File: src/hw/crPkg.sv
/*
 shared types for the control-register subsystem
 widths with a meaning, register ids, the pending write carried down
 the pipe and the next-value bundle from the trap unit
 every file refers to these by scoped name
*/
package crPkg;

	// full control register
	typedef logic [63:0] crWord;

	// virtual address, 48 bits
	typedef logic [47:0] crAddr;

	// fpsr, vector mode and trap codes
	typedef logic [15:0] crHalf;

	// register ids, as seen on the write pipe and the read port
	typedef enum logic [6:0]
	{
		CR_PC   = 7'h40,
		CR_LR   = 7'h41,
		CR_SR   = 7'h42,
		CR_VBR  = 7'h43,
		CR_SPC  = 7'h44,
		CR_SSP  = 7'h45,
		CR_GBR  = 7'h46,
		CR_TBR  = 7'h47,
		CR_TTB  = 7'h48,
		CR_TEA  = 7'h49,
		CR_MMCR = 7'h4A,
		CR_EXSR = 7'h4B,
		CR_KRR  = 7'h4D,
		// immediate pseudo register, never stored
		CR_IMM  = 7'h5E,
		// no write / zero register
		CR_ZZR  = 7'h5F
	} crId;

	// one pending register write
	typedef struct packed
	{
		crId   id;
		crWord value;
	} crWrite;

	// default next values offered by the trap unit
	typedef struct packed
	{
		crWord sr;
		crWord exsr;
		crAddr spc;
		crAddr pc;
		crWord tea;
	} crTrapNext;

	// sr bit that marks supervisor mode
	localparam int srSupervisorBit = 30;

	// sr bits 31..0 live in exsr bits 63..32 while in a trap
	localparam int srRestoreBits = 32;

endpackage

File: src/hw/crWritebackPipe.sv
/*
 carries control-register writes from EX1 down to writeback
 three stage registers: EX2, EX3 and WB
 a stage whose flush is high hands on a CR_ZZR entry instead
 hold freezes every stage
*/
`timescale 1ns/1ps

module crWritebackPipe
(
	input  logic          clock,
	input  logic          rstN,
	input  logic          hold,
	input  crPkg::crWrite ex1Write,
	input  logic          ex1Flush,
	input  logic          ex2Flush,
	input  logic          ex3Flush,
	output crPkg::crWrite wbWrite
);

	// stage registers
	crPkg::crWrite ex2Stage;
	crPkg::crWrite ex3Stage;
	crPkg::crWrite wbStage;

	// entry as it leaves a stage, killed when that stage is flushed
	function automatic crPkg::crWrite passOn(crPkg::crWrite entry, logic flush);
		crPkg::crWrite result;
		result = entry;
		// only the id is cleared, value is don't-care
		if (flush)
		begin
			result.id = crPkg::CR_ZZR;
		end
		return result;
	endfunction

	always_ff @(posedge clock)
	begin
		if (!rstN)
		begin
			// empty pipe, values left as they are
			ex2Stage.id <= crPkg::CR_ZZR;
			ex3Stage.id <= crPkg::CR_ZZR;
			wbStage.id  <= crPkg::CR_ZZR;
		end
		else if (!hold)
		begin
			// EX1 -> EX2
			ex2Stage <= passOn(ex1Write, ex1Flush);
			// EX2 -> EX3
			ex3Stage <= passOn(ex2Stage, ex2Flush);
			// EX3 -> WB
			wbStage  <= passOn(ex3Stage, ex3Flush);
		end
	end

	// applied by the register file on the next edge
	assign wbWrite = wbStage;

endmodule

File: src/hw/crTrapUnit.sv
/*
 trap entry and return-from-trap logic
 offers next values of SR, EXSR, SPC, PC and TEA to the register file
 every cycle, plain pass-through when no strobe is present
 also drives the fetch redirect, one cycle after the strobe edge
*/
`timescale 1ns/1ps

module crTrapUnit
(
	input  logic             clock,
	input  logic             rstN,
	input  logic             hold,
	input  logic             trapReq,
	input  crPkg::crHalf     trapCode,
	input  crPkg::crWord     faultAddr,
	input  logic             rte,
	input  crPkg::crAddr     fetchPc,
	input  crPkg::crWord     curSr,
	input  crPkg::crWord     curExsr,
	input  crPkg::crAddr     curVbr,
	input  crPkg::crAddr     curSpc,
	output crPkg::crTrapNext trapNext,
	output logic             redirectValid,
	output crPkg::crAddr     redirectPc
);

	// strobe accepted this cycle
	logic strobeTaken;

	assign strobeTaken = !hold && (trapReq || rte);

	always_comb
	begin
		// pass-through
		trapNext.sr   = curSr;
		trapNext.exsr = curExsr;
		trapNext.spc  = curSpc;
		trapNext.pc   = fetchPc;
		// only taken by the register file on trap entry
		trapNext.tea  = faultAddr;

		if (trapReq)
		begin
			// enter supervisor mode, upper sr untouched
			trapNext.sr[crPkg::srSupervisorBit] = 1'b1;
			// old sr low half saved high, trap code low
			trapNext.exsr = '0;
			trapNext.exsr[63 -: crPkg::srRestoreBits] = curSr[crPkg::srRestoreBits-1:0];
			trapNext.exsr[15:0] = trapCode;
			// resume point
			trapNext.spc = fetchPc;
		end
		else if (rte)
		begin
			// restore saved low half of sr
			trapNext.sr[crPkg::srRestoreBits-1:0] = curExsr[63 -: crPkg::srRestoreBits];
		end
	end

	// registered redirect
	always_ff @(posedge clock)
	begin
		if (!rstN)
		begin
			redirectValid <= 1'b0;
		end
		else
		begin
			// single cycle pulse, dropped while held
			redirectValid <= strobeTaken;
		end

		if (strobeTaken)
		begin
			// trap wins over rte
			redirectPc <= trapReq ? curVbr : curSpc;
		end
	end

endmodule

File: src/hw/controlRegFile.sv
/*
 control registers of the core
 applies the WB entry of the write pipe, otherwise takes the trap
 unit's next values for SR, EXSR, SPC and TEA
 one combinational read port, supervisor-only registers in user mode
 disableTlb ties TTB, MMCR and KRR to zero
*/
`timescale 1ns/1ps

module controlRegFile
#(
	parameter bit disableTlb = 1'b0
)
(
	input  logic             clock,
	input  logic             rstN,
	input  logic             hold,
	input  crPkg::crWrite    wbWrite,
	input  crPkg::crTrapNext trapNext,
	input  crPkg::crAddr     fetchPc,
	input  crPkg::crId       readId,
	output crPkg::crWord     readValue,
	output crPkg::crWord     curSr,
	output crPkg::crWord     curExsr,
	output crPkg::crAddr     curVbr,
	output crPkg::crAddr     curSpc,
	output crPkg::crWord     mmuCtl
);

	// 64-bit registers
	crPkg::crWord srReg;
	crPkg::crWord exsrReg;
	crPkg::crWord lrReg;
	crPkg::crWord teaReg;
	crPkg::crWord ttbReg;
	crPkg::crWord mmcrReg;
	crPkg::crWord krrReg;

	// 48-bit address registers
	crPkg::crAddr spcReg;
	crPkg::crAddr sspReg;
	crPkg::crAddr vbrReg;
	crPkg::crAddr gbrReg;
	crPkg::crAddr tbrReg;

	// 16-bit side fields
	crPkg::crHalf fpsrReg;
	crPkg::crHalf vbrMode;

	// write value split into address part and top field
	crPkg::crAddr wbLow;
	crPkg::crHalf wbHigh;

	logic userMode;
	// supervisor-only writes allowed
	logic privOk;
	logic trapEntry;

	assign wbLow  = wbWrite.value[47:0];
	assign wbHigh = wbWrite.value[63:48];

	// user mode from the current sr only
	assign userMode = !srReg[crPkg::srSupervisorBit];
	assign privOk   = !userMode;

	// trap entry is the only case where the trap unit rewrites exsr
	assign trapEntry = (trapNext.exsr != exsrReg);

	always_ff @(posedge clock)
	begin
		if (!rstN)
		begin
			// start in supervisor mode
			srReg   <= '0;
			srReg[crPkg::srSupervisorBit] <= 1'b1;
			exsrReg <= '0;
			lrReg   <= '0;
			teaReg  <= '0;
			ttbReg  <= '0;
			mmcrReg <= '0;
			krrReg  <= '0;
			spcReg  <= '0;
			sspReg  <= '0;
			vbrReg  <= '0;
			gbrReg  <= '0;
			tbrReg  <= '0;
			fpsrReg <= '0;
			vbrMode <= '0;
		end
		else if (!hold)
		begin
			// sr and exsr always writable, wb beats trap
			srReg   <= (wbWrite.id == crPkg::CR_SR) ? wbWrite.value : trapNext.sr;
			exsrReg <= (wbWrite.id == crPkg::CR_EXSR) ? wbWrite.value : trapNext.exsr;

			// user-writable
			if (wbWrite.id == crPkg::CR_LR)
			begin
				lrReg <= wbWrite.value;
			end
			// gbr carries fpsr in its top 16 bits
			if (wbWrite.id == crPkg::CR_GBR)
			begin
				gbrReg  <= wbLow;
				fpsrReg <= wbHigh;
			end

			// spc and tea also follow the trap unit
			if ((wbWrite.id == crPkg::CR_SPC) && privOk)
				spcReg <= wbLow;
			else
				spcReg <= trapNext.spc;

			if ((wbWrite.id == crPkg::CR_TEA) && privOk)
				teaReg <= wbWrite.value;
			else if (trapEntry)
				teaReg <= trapNext.tea;

			// supervisor only
			if ((wbWrite.id == crPkg::CR_SSP) && privOk)
			begin
				sspReg <= wbLow;
			end
			// vector mode field rides above vbr
			if ((wbWrite.id == crPkg::CR_VBR) && privOk)
			begin
				vbrReg  <= wbLow;
				vbrMode <= wbHigh;
			end
			if ((wbWrite.id == crPkg::CR_TBR) && privOk)
			begin
				tbrReg <= wbLow;
			end

			// mmu registers, left at zero when the tlb is off
			if (!disableTlb && privOk)
			begin
				if (wbWrite.id == crPkg::CR_TTB)
					ttbReg <= wbWrite.value;
				if (wbWrite.id == crPkg::CR_MMCR)
					mmcrReg <= wbWrite.value;
				if (wbWrite.id == crPkg::CR_KRR)
					krrReg <= wbWrite.value;
			end
		end
	end

	// read port
	always_comb
	begin
		case (readId)
			crPkg::CR_SR:   readValue = srReg;
			crPkg::CR_EXSR: readValue = exsrReg;
			// live fetch pc
			crPkg::CR_PC:   readValue = {16'h0000, fetchPc};
			crPkg::CR_LR:   readValue = lrReg;
			crPkg::CR_SPC:  readValue = {16'h0000, spcReg};
			crPkg::CR_SSP:  readValue = {16'h0000, sspReg};
			crPkg::CR_TEA:  readValue = teaReg;
			crPkg::CR_VBR:  readValue = {vbrMode, vbrReg};
			crPkg::CR_GBR:  readValue = {fpsrReg, gbrReg};
			crPkg::CR_TBR:  readValue = {16'h0000, tbrReg};
			crPkg::CR_TTB:  readValue = disableTlb ? '0 : ttbReg;
			crPkg::CR_MMCR: readValue = disableTlb ? '0 : mmcrReg;
			crPkg::CR_KRR:  readValue = disableTlb ? '0 : krrReg;
			// zzr, imm and anything unknown
			default:        readValue = '0;
		endcase
	end

	// to the trap unit
	assign curSr   = srReg;
	assign curExsr = exsrReg;
	assign curVbr  = vbrReg;
	assign curSpc  = spcReg;

	// mmu control out
	assign mmuCtl = disableTlb ? '0 : mmcrReg;

endmodule

File: src/hw/crSubsystem.sv
/*
 top level of the control-register subsystem
 write pipe feeds the register file, the trap unit closes the loop
 between the current registers and their next values
 disableTlb is handed to the register file
*/
`timescale 1ns/1ps

module crSubsystem
#(
	parameter bit disableTlb = 1'b0
)
(
	input  logic          clock,
	input  logic          rstN,
	input  crPkg::crWrite ex1Write,
	input  logic          ex1Flush,
	input  logic          ex2Flush,
	input  logic          ex3Flush,
	input  logic          hold,
	input  crPkg::crAddr  fetchPc,
	input  logic          trapReq,
	input  crPkg::crHalf  trapCode,
	input  crPkg::crWord  faultAddr,
	input  logic          rte,
	input  crPkg::crId    readId,
	output crPkg::crWord  readValue,
	output crPkg::crWord  srOut,
	output crPkg::crWord  mmuCtl,
	output logic          redirectValid,
	output crPkg::crAddr  redirectPc
);

	// pipe to register file
	crPkg::crWrite    wbWrite;

	// register file to trap unit and back
	crPkg::crWord     curSr;
	crPkg::crWord     curExsr;
	crPkg::crAddr     curVbr;
	crPkg::crAddr     curSpc;
	crPkg::crTrapNext trapNext;

	crWritebackPipe u_pipe
	(
		.clock    (clock),
		.rstN     (rstN),
		.hold     (hold),
		.ex1Write (ex1Write),
		.ex1Flush (ex1Flush),
		.ex2Flush (ex2Flush),
		.ex3Flush (ex3Flush),
		.wbWrite  (wbWrite)
	);

	crTrapUnit u_trap
	(
		.clock         (clock),
		.rstN          (rstN),
		.hold          (hold),
		.trapReq       (trapReq),
		.trapCode      (trapCode),
		.faultAddr     (faultAddr),
		.rte           (rte),
		.fetchPc       (fetchPc),
		.curSr         (curSr),
		.curExsr       (curExsr),
		.curVbr        (curVbr),
		.curSpc        (curSpc),
		.trapNext      (trapNext),
		.redirectValid (redirectValid),
		.redirectPc    (redirectPc)
	);

	controlRegFile #(.disableTlb(disableTlb)) u_regFile
	(
		.clock     (clock),
		.rstN      (rstN),
		.hold      (hold),
		.wbWrite   (wbWrite),
		.trapNext  (trapNext),
		.fetchPc   (fetchPc),
		.readId    (readId),
		.readValue (readValue),
		.curSr     (curSr),
		.curExsr   (curExsr),
		.curVbr    (curVbr),
		.curSpc    (curSpc),
		.mmuCtl    (mmuCtl)
	);

	// current sr straight out
	assign srOut = curSr;

endmodule

File: config.mk
export PLATFORM = sky130hd
export DESIGN_NAME = crSubsystem
export DESIGN_NICKNAME = d
export VERILOG_FILES = /design/src/hw/crPkg.sv /design/src/hw/crWritebackPipe.sv /design/src/hw/crTrapUnit.sv /design/src/hw/controlRegFile.sv /design/src/hw/crSubsystem.sv
export SDC_FILE = /design/constraint.sdc
export NUM_CORES = 2
export LEC_CHECK = 0
export ABC_AREA = 1
export BUFFER_PORTS_ARGS = -buffer_cell sky130_fd_sc_hd__buf_2
export CAP_MARGIN = 0
export CELL_PAD_IN_SITES_DETAIL_PLACEMENT = 1
export CELL_PAD_IN_SITES_GLOBAL_PLACEMENT = 2
export CORE_UTILIZATION = 35
export CTS_BUF_LIST = sky130_fd_sc_hd__clkbuf_8
export DETAILED_ROUTE_END_ITERATION = 16
export PLACE_DENSITY_LB_ADDON = 0.3
export SLEW_MARGIN = 20
export SYNTH_ARGS = -nofsm -noshare
export SYNTH_HDL_FRONTEND = slang
export SYNTH_HIERARCHICAL = 1
export SYNTH_SLANG_ARGS = --single-unit
File: constraint.sdc
create_clock -name clock -period 21 [get_ports clock]
set_input_delay 3.15 -clock clock [delete_from_list [all_inputs] [get_ports clock]]
set_output_delay 3.15 -clock clock [all_outputs]
set_load 0.005 [all_outputs]
==> results.md <==
- Status: complete, no violations
- H-tree depth: 4
- First-pass GRT wire length: roughly 280 mm
- DR WL/cell: between 20 and 30 microns
- Initial antenna violation count: 23
- Tightest Pin Transition: approximately 1200 ps
- Grt met3 use: 0.0544
- Fin. Hold Viols: 0
- Antenna viol nets, final: 0
- Period utilization: 0.462
- P_int: 3.03 mW
- GR Overflow Total: 0
- Final routed wirelength across all metal layers: approximately 200 mm
- Critical Path AT: approximately 6600 ps
- Post-CTS sizing: 0
- Switch Pwr: 1.17 mW
- Synthesized area: approximately 0.044 sq mm
- Final net count: 6054
- Chip width: between 300 and 400 microns
- Die extent in y: approximately 360 microns
- Worst Skew: 58.1 ps
- Final min period: between 9000 and 10000 ps
- Syn. warnings: 6
- Setup Fix Bufs, Post-CTS: 0
- Vias per std cell: 5.49
- Max Buffers Root-to-Sink: 3
- Core Area: ~0.13 sq mm
- Fmax achieved: around 100 MHz
- Met2 Use GR: 0.483
- Switching share of power: 0.279
- Synth Instances: 5656
- Crit start category: input pin
- Via count: roughly 42000
- Syn_area_per_cell: slightly below 8 sq um
- GRT Resource Usage Total: 0.302
- Worst-skew pair later-pin latency: 950 ps
- Cell leakage power: approximately 22 nW
- Area Overhead vs Synth: 13.1%
- CTS root buf: clkbuf_8
- Dpl cells: ~7300
- Share of cells above drive strength 1: 0.136
- Detailed Route Iter0 Violations: ~3800
- Drc violations: 0
- Clock Sinks: approximately 980
- Initial core utilization: 0.353
- Clock slew at reported path FFs: 60 ps
- Power per cell area: roughly 84 mW/mm^2
- Critical Path End Type: output pin
- Worst VDD drop: 0.0669 mV
- Non-filler cells, final: 7649
- CP Data Required Time: about 18000 ps
- Vias in the first global route: 40600
- CTS tree: yes
- RSZ-0062 raised after global routing: no
- Largest net degree at the start of global routing: about 120
- PortBufs: between 400 and 500
- Final number of setup-violating endpoints: 0
- Comb pwr share: 0.074
- Total CTS buffers: roughly 180
- Row count: 130
- Crit-path max FO: 35
- Hold buffers post-CTS: 0
- Slew HR: 0.218
- First-pass DRT Iterations: 5
- Post-DP HPWL: 128 mm
- Number of placed I/O pins: between 400 and 500
- GPL Wtd Cong: 0.876
- Net count after synthesis: 5870
- Routing usage on met1: 0.408
- Share of total power in the clock network: 0.436
- Sequential fraction of design power: 0.490
- GRT busiest layer: met2
- Die area: between 0.1 and 0.15 sq mm
- Setup_tns: 0 ps
- Hold Path Class: reg2reg
- Fin. max-slew vios: 0
- Max-cap violation count: 0
- Kind of critical path: in2out
through the flow:
stage                      util  hold WS (ps)  worst slack (ps)  area [sq um]  power, mW
after floorplan               -           400              8880         44500       2.27
after global placement    0.371           401             11430         46700       2.40
after detailed placement  0.371           405             11380         46700       2.41
after CTS                 0.399           406             11380         50300       4.24
after global routing      0.399           420             11230         50300       4.36
final                     0.399           404             11300         50300       4.20
final timing paths:
kind,from,end,slack [ps],cells after the start
setup / recovery,readId[5],readValue[29],11300,12
hold / removal,u_pipe/ex3Stage[48],u_pipe/wbWrite[48],400,0
setup reg to reg,u_regFile/curSr[30],u_regFile/ttbReg[39],17240,7
hold reg to reg,u_pipe/ex3Stage[48],u_pipe/wbWrite[48],400,0
routing by layer:
layer | share of wire | vias to the layer above
li1 | - | 19300
met1 | 0.44 | 20900
met2 | 0.46 | 1489
met3 | 0.067 | 320
met4 | 0.033 | 14
met5 | 0.00045 | -
worst max-delay path, cell delays in order:
cell,delay (ps)
buf_2,100
nor2_2,260
nand2_2,180
inv_2,780
nand2_1,140
inv_2,520
buf_4,680
nand2_1,110
o2111ai_1,140
a211oi_1,80
nand2_1,200
buf_2,150
cells in the final DEF (no fill, tap or decap), types with 59 or more instances in the layout:
master,instances
nand2_1,1074
dfxtp_1,742
o21ai_0,729
a21oi_1,606
inv_1,546
nor2_1,486
buf_2,451
edfxtp_1,240
clkbuf_8,215
nand3_1,174
a211oi_1,150
a221oi_1,98
o21ai_1,74
clkinv_1,59
power by group through the flow:
stage | Combinational (mW) | Clock, mW | Sequential [mW]
after floorplan | 0.195 | 0 | 2.07
after global placement | 0.302 | 0 | 2.10
after detailed placement | 0.308 | 0 | 2.10
after CTS | 0.310 | 1.87 | 2.06
after global routing | 0.343 | 1.96 | 2.06
final | 0.311 | 1.83 | 2.06
sequential cells by signal, indices dropped and copies added (netlist names), 64 cells and up:
register,flops
u_regFile/mmuCtl,64
u_regFile/curExsr,64
u_pipe/wbWrite,71
u_regFile/ttbReg,64
u_pipe/ex2Stage,71
u_regFile/curSr,64
u_regFile/krrReg,64
u_pipe/ex3Stage,71
u_regFile/teaReg,64
u_regFile/lrReg,64
area by class of cell:
class / count / area [sq um]
well taps: 1650 / 2060
repair buffers: 510 / 2730
fillers: 15500 / 75600
clock inverters: 121 / 631
flip-flops and latches: 982 / 22100
diodes: 8 / 20.0
clock buffers: 214 / 2950
multi-input cells: 3633 / 17800
inverters: 531 / 2030
Power figures use the tool's default switching activity.
